## src/hw/hdr_pkg.sv

```systemverilog
// shared widths, register addresses, mode codes, preambles, FSM and path enums, parity function
`default_nettype none

package hdr_pkg;

  // I3C mode code, only HDR-DDR permits a restart
  typedef logic [2:0] mode_t;
  localparam mode_t MODE_HDR_DDR = 3'd6;

  // register file addressing
  typedef logic [11:0] regf_addr_t;
  localparam regf_addr_t REGF_ADDR_CMD   = 12'd1000;
  localparam regf_addr_t REGF_ADDR_DUMMY = 12'd450;
  localparam int         REGF_DEPTH      = 1024;
  localparam int         REGF_IDX_W      = 10;

  // payload and frame
  typedef logic [15:0] hdr_word_t;
  typedef logic [19:0] frame_bits_t;
  typedef logic [4:0]  bit_cnt_t;
  typedef logic [3:0]  word_cnt_t;

  localparam logic [1:0] PRE_CCC    = 2'b01;
  localparam logic [1:0] PRE_DDR    = 2'b10;
  localparam bit_cnt_t   FRAME_LAST = 5'd19;

  typedef enum logic [1:0] {
    ST_IDLE,
    ST_CCC,
    ST_DDR
  } engine_state_t;

  typedef enum logic {
    PATH_DDR = 1'b0,
    PATH_CCC = 1'b1
  } path_sel_t;

  // high bit covers odd-index bits, low bit is the inverted even-index parity
  function automatic logic [1:0] hdr_parity(input hdr_word_t word);
    return {^(word & 16'hAAAA), ~(^(word & 16'h5555))};
  endfunction

endpackage

`default_nettype wire

```

## src/hw/hdr_frame_if.sv

```systemverilog
// frame generator to path multiplexer interface
`default_nettype none
`timescale 1ns/1ps

interface hdr_frame_if;

  // register file read request
  logic                regf_rd_en;
  hdr_pkg::regf_addr_t regf_addr;

  // serial stream, sda_bit is only meaningful with sda_valid
  logic                sda_bit;
  logic                sda_valid;

  modport gen (
    output regf_rd_en,
    output regf_addr,
    output sda_bit,
    output sda_valid
  );

  modport mux (
    input regf_rd_en,
    input regf_addr,
    input sda_bit,
    input sda_valid
  );

endinterface

`default_nettype wire

```

## src/hw/ddr_frame_gen.sv

```systemverilog
// DDR frame generator, a counted run of words from address 0, each serialized as a frame
`default_nettype none
`timescale 1ns/1ps

module ddr_frame_gen (
  input  logic                i_sys_clk,
  input  logic                i_sys_rst_n,
  input  logic                i_en,
  input  hdr_pkg::word_cnt_t  i_word_cnt,
  input  hdr_pkg::hdr_word_t  i_rd_data,
  output logic                o_done,
  hdr_frame_if.gen            frame
);

  logic                 en_q;
  logic                 en_rise;
  logic                 rd_en_q;
  logic                 rd_pend_q;
  logic                 valid_q;
  logic                 done_q;
  logic                 last_word;
  hdr_pkg::bit_cnt_t    bit_cnt_q;
  hdr_pkg::word_cnt_t   word_q;
  hdr_pkg::word_cnt_t   cnt_q;
  hdr_pkg::frame_bits_t shift_q;

  assign en_rise   = i_en & ~en_q;
  assign last_word = ((word_q + 4'd1) == cnt_q);

  always_ff @(posedge i_sys_clk or negedge i_sys_rst_n) begin
    if (!i_sys_rst_n) begin
      en_q      <= 1'b0;
      rd_en_q   <= 1'b0;
      rd_pend_q <= 1'b0;
      valid_q   <= 1'b0;
      done_q    <= 1'b0;
      bit_cnt_q <= '0;
      word_q    <= '0;
      shift_q   <= '0;
    end else begin
      en_q      <= i_en;
      rd_en_q   <= 1'b0;
      done_q    <= 1'b0;
      rd_pend_q <= rd_en_q;
      if (!i_en) begin
        rd_pend_q <= 1'b0;
        valid_q   <= 1'b0;
        bit_cnt_q <= '0;
        word_q    <= '0;
      end else if (en_rise) begin
        // every run starts again at address 0
        word_q  <= '0;
        rd_en_q <= 1'b1;
      end else if (rd_pend_q) begin
        shift_q   <= {hdr_pkg::PRE_DDR, i_rd_data, hdr_pkg::hdr_parity(i_rd_data)};
        valid_q   <= 1'b1;
        bit_cnt_q <= '0;
      end else if (valid_q) begin
        shift_q <= shift_q << 1;
        if (bit_cnt_q == hdr_pkg::FRAME_LAST) begin
          valid_q   <= 1'b0;
          bit_cnt_q <= '0;
          if (last_word) begin
            done_q <= 1'b1;
          end else begin
            // next fetch, leaves a two cycle gap on the wire
            word_q  <= word_q + 4'd1;
            rd_en_q <= 1'b1;
          end
        end else begin
          bit_cnt_q <= bit_cnt_q + 5'd1;
        end
      end
    end
  end

  // word count sampled at the start of the run
  always_ff @(posedge i_sys_clk) begin
    if (en_rise) begin
      cnt_q <= i_word_cnt;
    end
  end

  assign frame.regf_rd_en = rd_en_q;
  assign frame.regf_addr  = hdr_pkg::regf_addr_t'(word_q);
  assign frame.sda_bit    = shift_q[19];
  assign frame.sda_valid  = valid_q;
  assign o_done           = done_q;

endmodule

`default_nettype wire

```

## src/flat_wrapper.sv

```systemverilog
// flat-port wrapper written by rule: the top's interface ports become plain ports
module ddr_frame_gen_flat 
  (i_sys_clk, i_sys_rst_n, i_en, i_word_cnt, i_rd_data, o_done, frame_regf_rd_en, frame_regf_addr, frame_sda_bit, frame_sda_valid);
  hdr_frame_if frame_i ();
  input  logic i_sys_clk;
  input  logic i_sys_rst_n;
  input  logic i_en;
  input  hdr_pkg::word_cnt_t i_word_cnt;
  input  hdr_pkg::hdr_word_t i_rd_data;
  output logic o_done;
  output wire logic [$bits(frame_i.regf_rd_en)-1:0] frame_regf_rd_en;
  output wire logic [$bits(frame_i.regf_addr)-1:0] frame_regf_addr;
  output wire logic [$bits(frame_i.sda_bit)-1:0] frame_sda_bit;
  output wire logic [$bits(frame_i.sda_valid)-1:0] frame_sda_valid;
  assign frame_regf_rd_en = frame_i.regf_rd_en;
  assign frame_regf_addr = frame_i.regf_addr;
  assign frame_sda_bit = frame_i.sda_bit;
  assign frame_sda_valid = frame_i.sda_valid;
  ddr_frame_gen u_core (.i_sys_clk(i_sys_clk), .i_sys_rst_n(i_sys_rst_n), .i_en(i_en), .i_word_cnt(i_word_cnt), .i_rd_data(i_rd_data), .o_done(o_done), .frame(frame_i));
endmodule
```

## config.mk

```make
export PLATFORM = sky130hd
export DESIGN_NAME = ddr_frame_gen_flat
export DESIGN_NICKNAME = d
export VERILOG_FILES = /design/src/hw/hdr_pkg.sv /design/src/hw/hdr_frame_if.sv /design/src/hw/ddr_frame_gen.sv /design/src/flat_wrapper.sv
export SDC_FILE = /design/constraint.sdc
export NUM_CORES = 1
export LEC_CHECK = 0
export BUFFER_PORTS_ARGS = -buffer_cell sky130_fd_sc_hd__clkbuf_2
export CAP_MARGIN = 20
export CORE_UTILIZATION = 50
export DETAILED_ROUTE_END_ITERATION = 8
export PLACE_DENSITY_LB_ADDON = 0.05
export SLEW_MARGIN = 10
export SYNTH_ARGS = -nofsm -noshare
export SYNTH_HDL_FRONTEND = slang
export SYNTH_SLANG_ARGS = --single-unit
```

## constraint.sdc

```tcl
create_clock -name i_sys_clk -period 3.33 [get_ports i_sys_clk]
set_input_delay 0.666 -clock i_sys_clk [delete_from_list [all_inputs] [get_ports i_sys_clk]]
set_output_delay 0.666 -clock i_sys_clk [all_outputs]
set_load 0.01 [all_outputs]
```

### After elaboration in Yosys (flattened, before gate mapping)

Cells that the tools add are included.

* bits of input ports: 23
* register bits after elaboration: 38
* logic and storage cells: 60

* reduce and logical (&&, ||, !) cells: 6
* equality and inequality tests: 8
* multiplexer cells: 31
* add/subtract/negate cells: 2
* bitwise operators: 4

Operator list (number)
* $mux W20: 2
* $reduce_xor A16 Y1: 2
* $mux W5: 5
* $mux W4: 6
* $mux W1: 18
* $ne A3 B1 Y1 const B: 3
* $ne A3 B2 Y1 const B: 2
* $add A5 B1 Y5 const B: 1
* $eq A5 B5 Y1 const B: 1
* $add A4 B1 Y4 const B: 1
* $eq A4 B4 Y1: 1
* $reduce_and A4 Y1: 1
* $not A1 Y1: 3
* $reduce_and A3 Y1: 1
* $ne A2 B2 Y1 const B: 1
* $reduce_and A2 Y1: 1
* $reduce_bool A2 Y1: 1
* $and A1 B1 Y1: 1

### Logic depth before layout (Yosys ltp)

Gate-level depths: netlist (run 1).

* depth after elaboration: 8
* mapped depth: 7
* depth with buffers taken out: 5

### Worst setup path after synthesis (run 1)

No wires, ideal clock.

* kind: flip-flop to flip-flop
* start point: register u_core.word_q[0]
* end point: register u_core.word_q[0]
* setup slack: 1.773 ns
* clock period less this slack: 1.557 ns
* arrival time: 1.453 ns
* cell stages (with the launch flop): 6
* data required time: 3.226 ns
* cell sequence: dfrtp_1 > ha_1 > xnor2_1 > and2_1 > nand2_2 > o311ai_1

* cells in the longest elaborated chain, start to end: 7
* elaborated cells between the ends (all ways): 10
* those cells by class: add/sub: 1; eq/ne: 2; mux: 6; reduce/logical: 1

RTL lines
* start: declaration: RTL line ddr_frame_gen.sv:23 `hdr_pkg::word_cnt_t word_q;`
* start signal: assignment: RTL line ddr_frame_gen.sv:67 `word_q <= word_q + 4'd1;`
* $add A4 B1 Y4 (*): RTL line ddr_frame_gen.sv:28, ddr_frame_gen.sv:67
* $mux W4: RTL line ddr_frame_gen.sv:63 `if (last_word) begin`
* $mux W4: RTL line ddr_frame_gen.sv:60 `if (bit_cnt_q == hdr_pkg::FRAME_LAST) begin`
* $mux W4: RTL line ddr_frame_gen.sv:58 `end else if (valid_q) begin`
* $mux W4: RTL line ddr_frame_gen.sv:54 `end else if (rd_pend_q) begin`
* $mux W4: RTL line ddr_frame_gen.sv:50 `end else if (en_rise) begin`
* $mux W4: RTL line ddr_frame_gen.sv:45 `if (!i_en) begin`

Every way passes the cells marked *; elsewhere a longest branch is shown, timed or not. The select of a mux whose other input is x is not followed.
A chain may end at the register's enable or synchronous reset.

### Worst setup path after layout (run 1)

* start point: register u_core.bit_cnt_q[0]
* end point: register u_core.word_q[0]

* cells in the longest elaborated chain, start to end: 3

RTL lines
* start: declaration: RTL line ddr_frame_gen.sv:22 `hdr_pkg::bit_cnt_t bit_cnt_q;`
* start signal: assignment: RTL line ddr_frame_gen.sv:71 `bit_cnt_q <= bit_cnt_q + 5'd1;`
* $eq A5 B5 Y1: RTL line ddr_frame_gen.sv:60
* $ne A3 B1 Y1 (no source line)
* $reduce_and A4 Y1 (no source line)

Every way passes these cells.

==> summary.md, run 1 <==
| Metric | Value |
|---|---|
| Clock root buffer | clkbuf_8 |
| Fin crit period | 1870 ps |
| Row count | 23 |
| FF+latch count, synth | 38 |
| Clock latency on the worst-skew pair | 290 ps |
| CTS tree | built |
| Synthesized area | 2150 um^2 |
| DR vias | 1589 |
| First-pass GRT wire length | 6.65 mm |
| Mean Syn Cell Area | 10.2 um^2 |
| Hold crit path type | in -> async |
| Final hold violation count | 0 |
| F_max | 535 MHz |
| Ys async rst share | 0.895 |
| Post-layout worst setup margin | 1460 ps |
| IO Pins | 39 |
| Die Y | 67.6 um |
| Top cell family by delay on the critical path | simple AND/OR/NAND/NOR gates |
| Initial antenna violation count | 0 |
| Antenna Cells | 0 |
| Seq/Total Area, Yosys | 0.452 |
| Clk slew on worst S/H paths | 80 ps |
| Core area | 4060 um^2 |
| Wire per inst | 13.7 um |
| Drc violations | 0 |
| RSZ-0062 raised after global routing | false |
| Share of cells above drive strength 1 | 0.197 |
| Port Buf Inserts | 30 |
| Number of nets in the layout | 263 |
| Kind of critical path | reg -> reg |
| 1st-pass router iterations | 4 |
| Placer Congestion | 0.849 |
| Die area | 4560 um^2 |
| Setup_tns | 0 ps |
| H-tree depth | 2 |
| Setup crit start kind | register |
| Slew at the pin closest to its max-slew limit | 825 ps |
| GRT Residual Overflow | 0 |
| Starting Density | 0.529 |
| CP Max Fanout | 10 |
| Clk buf depth | 2 |
| Post-synth cell types | 46 |
| Routed WL | 3.96 mm |
| Post-DP HPWL | 2.89 mm |
| Final setup fails | 0 |
| Mapped Cells | 211 |
| TritonCTS Buffers | 5 |
| CTS resizes | 0 |
| CP cell instances | ha_1 > nand4bb_1 > nor4_1 > o21ai_0 > o311ai_1 |
| Max-slew headroom | 0.450 |
| Predominant post-synthesis flop cell | dfrtp_1 |
| Clk sinks | 38 |
| Number of synthesized flops with an enable pin | 4 |
| WP data required | 3520 ps |
| Via-to-Cell Ratio | 5.50 |
| Die width | 67.6 um |
| Crit share post-route | 0.561 |
| Max rail drop VDD | 374 uV |
| Pre-CTS setup slack | 1220 ps |
| Crit. End Element | register |
| Hold buffer count at cts | 0 |
| Slew Limit Fails | 0 |
| Largest stage delay, worst path | 480 ps |
| CP Buf/Inv Count | 0 |
| Overall routing resource usage | 0.196 |
| Largest net degree at the start of global routing | 35 |
| Max_cap viols | 0 |
| Post-CTS Setup Repair Bufs | 0 |
| Syn-to-layout area delta | 10.5% |
| Power per Cell Area | 460 nW/um^2 |
| WP data arrival | 2050 ps |
| Final ANT Viol Nets | 0 |
| Clock Skew | 6.67 ps |
| Initial DRC Count | 145 |
| Yosys warns | 0 |
| Number of global-route vias before repair | 1534 |
| Status | complete, no violations |
| Slowest CP cell | nor4_1 |
| Leak Pwr | 0.00101 uW |
-- final cells by class --
type / count / area, um^2
Timing Repair Buffer: 32 / 173
Fill cell: 357 / 1680
Tap cell: 50 / 62.6
Sequential cell: 38 / 971
Multi-Input combinational cell: 159 / 1050
Inverter: 2 / 7.51
Clock buffer: 8 / 110
-- where the power goes --
part / internal (uW) / switching (uW)
Combinational: 78.5 / 85.6
Clock: 209 / 159
Sequential: 523 / 36.7
-- worst reg2reg max path, cell delays in order (launching register included) --
cell       delay, ps
dfrtp_1          390
ha_1             240
nand4bb_1        390
nor4_1           490
o21ai_0          160
o311ai_1         100
-- metal layers --
layer | global-route usage | vias to the layer above | routed length [um]
met1 | 0.228 | 754 | 1660
met2 | 0.337 | 50 | 2040
met3 | 0.0625 | 7 | 208
met5 | 0 | - | 0
li1 | - | 778 | -
met4 | 0.0691 | 0 | 55
-- per-stage QoR --
step           instances  power [uW]   util  hold slack [ps]  instance area, um^2
2_1_floorplan        218         689      -              370                 2170
3_3_place_gp         280         724  0.554              465                 2250
3_5_place_dp         280         735  0.554              469                 2250
4_1_cts              288        1110  0.582              486                 2360
5_1_grt              289        1150  0.585              517                 2370
6_report             289        1090  0.585              461                 2370
-- cells in the final DEF (no fill, tap or decap), types with 4 or more instances in the layout --
cell type	count
a21oi_1	4
and2_1	4
clkbuf_2	30
clkbuf_8	8
conb_1	8
dfrtp_1	34
edfxtp_1	4
mux2i_1	17
nand2_1	27
nand3_1	4
nor2_1	4
o21ai_0	24
o21ai_1	6
xnor2_1	16
-- cells by family (layout without fill, tap and decap cells) --
| group | after synthesis | count (layout) | share of synthesized area |
|---|---|---|---|
| AND/OR/NAND/NOR | 60 | 60 | 0.145 |
| AO/OA/AOI/OAI | 51 | 51 | 0.143 |
| flip-flops | 38 | 38 | 0.452 |
| XOR/XNOR | 21 | 21 | 0.0961 |
| buffers and inverters | 21 | 42 | 0.0711 |
| multiplexers | 17 | 17 | 0.0792 |
| adder cells (fa/ha/maj) | 2 | 2 | 0.0116 |
| other | 1 | 8 | 0.00175 |
-- sequential cells by signal (all words and copies together) (netlist names) --
signal                   cells
u_core.bit_cnt_q             5
u_core.cnt_q                 4
u_core.en_q                  1
u_core.frame.regf_rd_en      1
u_core.frame.sda_valid       1
u_core.o_done                1
u_core.rd_pend_q             1
u_core.shift_q              20
u_core.word_q                4
-- synth_stat cells (3+ instances only) --
master | count | area share
dfrtp_1 | 34 | 0.40
nand2_1 | 27 | 0.047
o21ai_0 | 24 | 0.056
mux2i_1 | 17 | 0.079
xnor2_1 | 16 | 0.065
buf_4 | 14 | 0.049
o21ai_1 | 6 | 0.014
a21oi_1 | 4 | 0.0093
and2_1 | 4 | 0.012
edfxtp_1 | 4 | 0.056
nand3_1 | 4 | 0.0093
nor2_1 | 4 | 0.0070
nand2b_1 | 3 | 0.0087
nand3b_1 | 3 | 0.010
nor2b_1 | 3 | 0.0087
nor3_1 | 3 | 0.0070
o311ai_1 | 3 | 0.012
xnor2_2 | 3 | 0.023
-- path summary, 6_finish.rpt --
kind | start | to | slack (ps) | cells past startpoint
min | i_sys_rst_n | u_core.word_q[2] | 460 | 1
max in group asynchronous | i_sys_rst_n | u_core.shift_q[8] | 2340 | 1
max | u_core.bit_cnt_q[0] | u_core.word_q[0] | 1460 | 5
min in group i_sys_clk | u_core.shift_q[15] | u_core.shift_q[15] | 480 | 2
min reg2reg | u_core.shift_q[15] | u_core.shift_q[15] | 480 | 2
max reg2reg | u_core.bit_cnt_q[0] | u_core.word_q[0] | 1460 | 5
Note: power is estimated with default switching activity, not from simulation.
==> inputs of run 2 (changes only) <==
==> constraint.sdc (replaced) <==
create_clock -name i_sys_clk -period 1.6 [get_ports i_sys_clk]
set_input_delay 0.32 -clock i_sys_clk [delete_from_list [all_inputs] [get_ports i_sys_clk]]
set_output_delay 0.32 -clock i_sys_clk [all_outputs]
set_load 0.01 [all_outputs]
==> run 2 against run 1 <==
  * The run now ends with setup timing left
  * Die area unchanged
  * Non-clock buffer count grew 12
  * Via count rose by 1.7%
  * Count of clock-buffer cells in the layout down 3
  * Final area grew 8.4%
  * First-iteration DRC count is 18% lower
  * Critical path type unchanged
  * Largest power group unchanged
  * Highest routed layer unchanged
==> summary.md, run 2 (synthesis results as in run 1) <==
| Metric | Value |
|---|---|
| Drc violations | 0 (unchanged) |
| Final Core Density | 0.634 (was 0.585) |
| Port Buf Inserts | 30 (unchanged) |
| Antenna Cells | 0 (unchanged) |
| Core area | 4060 um^2 (unchanged) |
| Starting Density | 0.529 (unchanged) |
| Final setup fails | 1 (was 0) |
| Syn-to-layout area delta | 19.8% (was 10.5%) |
| Die width | 67.6 um (unchanged) |
| Largest net degree at the start of global routing | 35 (unchanged) |
| Setup_tns | -15.4 ps (was 0 ps) |
| CP Max Fanout | 10 (unchanged) |
| CTS tree | built (unchanged) |
| F_max | 619 MHz (was 535 MHz) |
| Setup crit start kind | register (unchanged) |
| Final ANT Viol Nets | 0 (unchanged) |
| Routed WL | 4.27 mm (was 3.96 mm) |
| TritonCTS Buffers | 5 (unchanged) |
| RSZ-0062 raised after global routing | true (was false) |
| Fin crit period | 1620 ps (was 1870 ps) |
| Via-to-Cell Ratio | 5.37 (was 5.50) |
| Commonest non-fill, non-tap cell in the layout | dfrtp_1 (unchanged) |
| Crit. End Element | register (unchanged) |
| H-tree depth | 2 (unchanged) |
| Status | finished, violations left (was complete, no violations) |
| WP data arrival | 1760 ps (was 2050 ps) |
| Hold crit path type | in -> async (unchanged) |
| Number of nets in the layout | 275 (was 263) |
| Most frequent cells in the layout | 34 x dfrtp_1, 30 x clkbuf_2, 27 x nand2_1 (unchanged) |
| GRT Residual Overflow | 0 (unchanged) |
| Regs by FF count | u_core.shift_q x20, u_core.bit_cnt_q x5 (unchanged) |
| Largest register by flop count | u_core.shift_q (unchanged) |
| Pre-CTS setup slack | -81.9 ps (was 1220 ps) |
| DR vias | 1616 (was 1589) |
| Initial DRC Count | 119 (was 145) |
| Clock Skew | 13.2 ps (was 6.67 ps) |
| Leak Pwr | 0.00111 uW (was 0.00101 uW) |
| Worst hold slack | 55.0 ps (was 461 ps) |
| Clk buf depth | 2 (unchanged) |
| CP startpoint | u_core.bit_cnt_q[0] (unchanged) |
| Placer Congestion | 0.866 (was 0.849) |
| Slew Limit Fails | 0 (unchanged) |
| Worst Reg2Reg Path Length in Cells | 6 (was 5) |
| Hold buffer count at cts | 0 (unchanged) |
| R2R Path Start | u_core.bit_cnt_q[0] (unchanged) |
| Clk sinks | 38 (unchanged) |
| First-pass GRT wire length | 6.99 mm (was 6.65 mm) |
| Largest register FFs | 20 (unchanged) |
| Slew at the pin closest to its max-slew limit | 658 ps (was 825 ps) |
| Die Y | 67.6 um (unchanged) |
| 1st-pass router iterations | 4 (unchanged) |
| Overall routing resource usage | 0.209 (was 0.196) |
| Wire per inst | 14.2 um (was 13.7 um) |
| Power per Cell Area | 907 nW/um^2 (was 460 nW/um^2) |
| IO Pins | 39 (unchanged) |
| Clk slew on worst S/H paths | 80 ps (about the same) |
| Initial antenna violation count | 0 (unchanged) |
| Cell area after layout | 2570 um^2 (was 2370 um^2) |
| Max-slew headroom | 0.560 (was 0.450) |
| Final hold violation count | 0 (unchanged) |
| Post-DP Area | 2330 um^2 (was 2250 um^2) |
| Max rail drop VDD | 746 uV (was 374 uV) |
| Die area | 4560 um^2 (unchanged) |
| Post-layout worst setup margin | -15.4 ps (was 1460 ps) |
| WP data required | 1750 ps (was 3520 ps) |
| Clock root buffer | clkbuf_8 (unchanged) |
| Clock latency on the worst-skew pair | 290 ps (about the same) |
| Post-DP HPWL | 3.07 mm (was 2.89 mm) |
| Max_cap viols | 0 (unchanged) |
| Kind of critical path | reg -> reg (unchanged) |
| Crit share post-route | 1.01 (was 0.561) |
| Share of cells above drive strength 1 | 0.287 (was 0.197) |
| Number of global-route vias before repair | 1624 (was 1534) |
| Row count | 23 (unchanged) |
| Failing checks | setup timing |
[run 2: where the power goes]
group	leakage, uW	internal [uW]	switching, uW
clock	0.0000579	459	330
sequential	0.000493	1090	69.1
combinational	0.000555	186	201
[run 2: final timing paths]
check / to / slack (ps)
worst min-delay path: u_core.o_done / 50
worst max register to register: u_core.word_q[1] / -20
min in group i_sys_clk: u_core.en_q / 210
max in group asynchronous: u_core.rd_pend_q / 1230
worst max-delay path: u_core.word_q[1] / -20
worst min register to register: u_core.shift_q[15] / 480
[run 2: layout make-up]
class                      instances  area (um^2)
fill                             323         1480
sequential                        38          971
timing repair buffer              44          259
clock inverter                     3         40.0
tap                               50         62.6
inverter                           2         7.51
multi-input combinational        159         1160
clock buffer                       5         68.8
[run 2: metrics by stage]
step	instances	total power [uW]
finish	301	2330
global route	301	2480
CTS	299	2330
detailed placement	291	1540
global placement	291	1520
floorplan	218	1430
[run 2: what timing repair did]
action,in CTS,in global routing
gates resized for setup,2,16
cloned,0,0
buffers inserted,0,2
setup endpoints to repair,17,8
[run 2: worst max-delay path, stage by stage, from the launching register on]
cell,delay [ps]
dfrtp_1,380
ha_1,180
nand4bb_1,140
buf_6,170
nor2_2,170
a2bb2oi_1,280
o311ai_2,150
[run 2: routing by layer]
metal | vias to the layer above | global-route usage | share of wire
met3 | 8 | 0.0473 | 0.040
met4 | 0 | 0.0957 | 0.017
met1 | 769 | 0.242 | 0.42
met5 | - | 0 | 0
li1 | 799 | - | -
met2 | 40 | 0.361 | 0.52
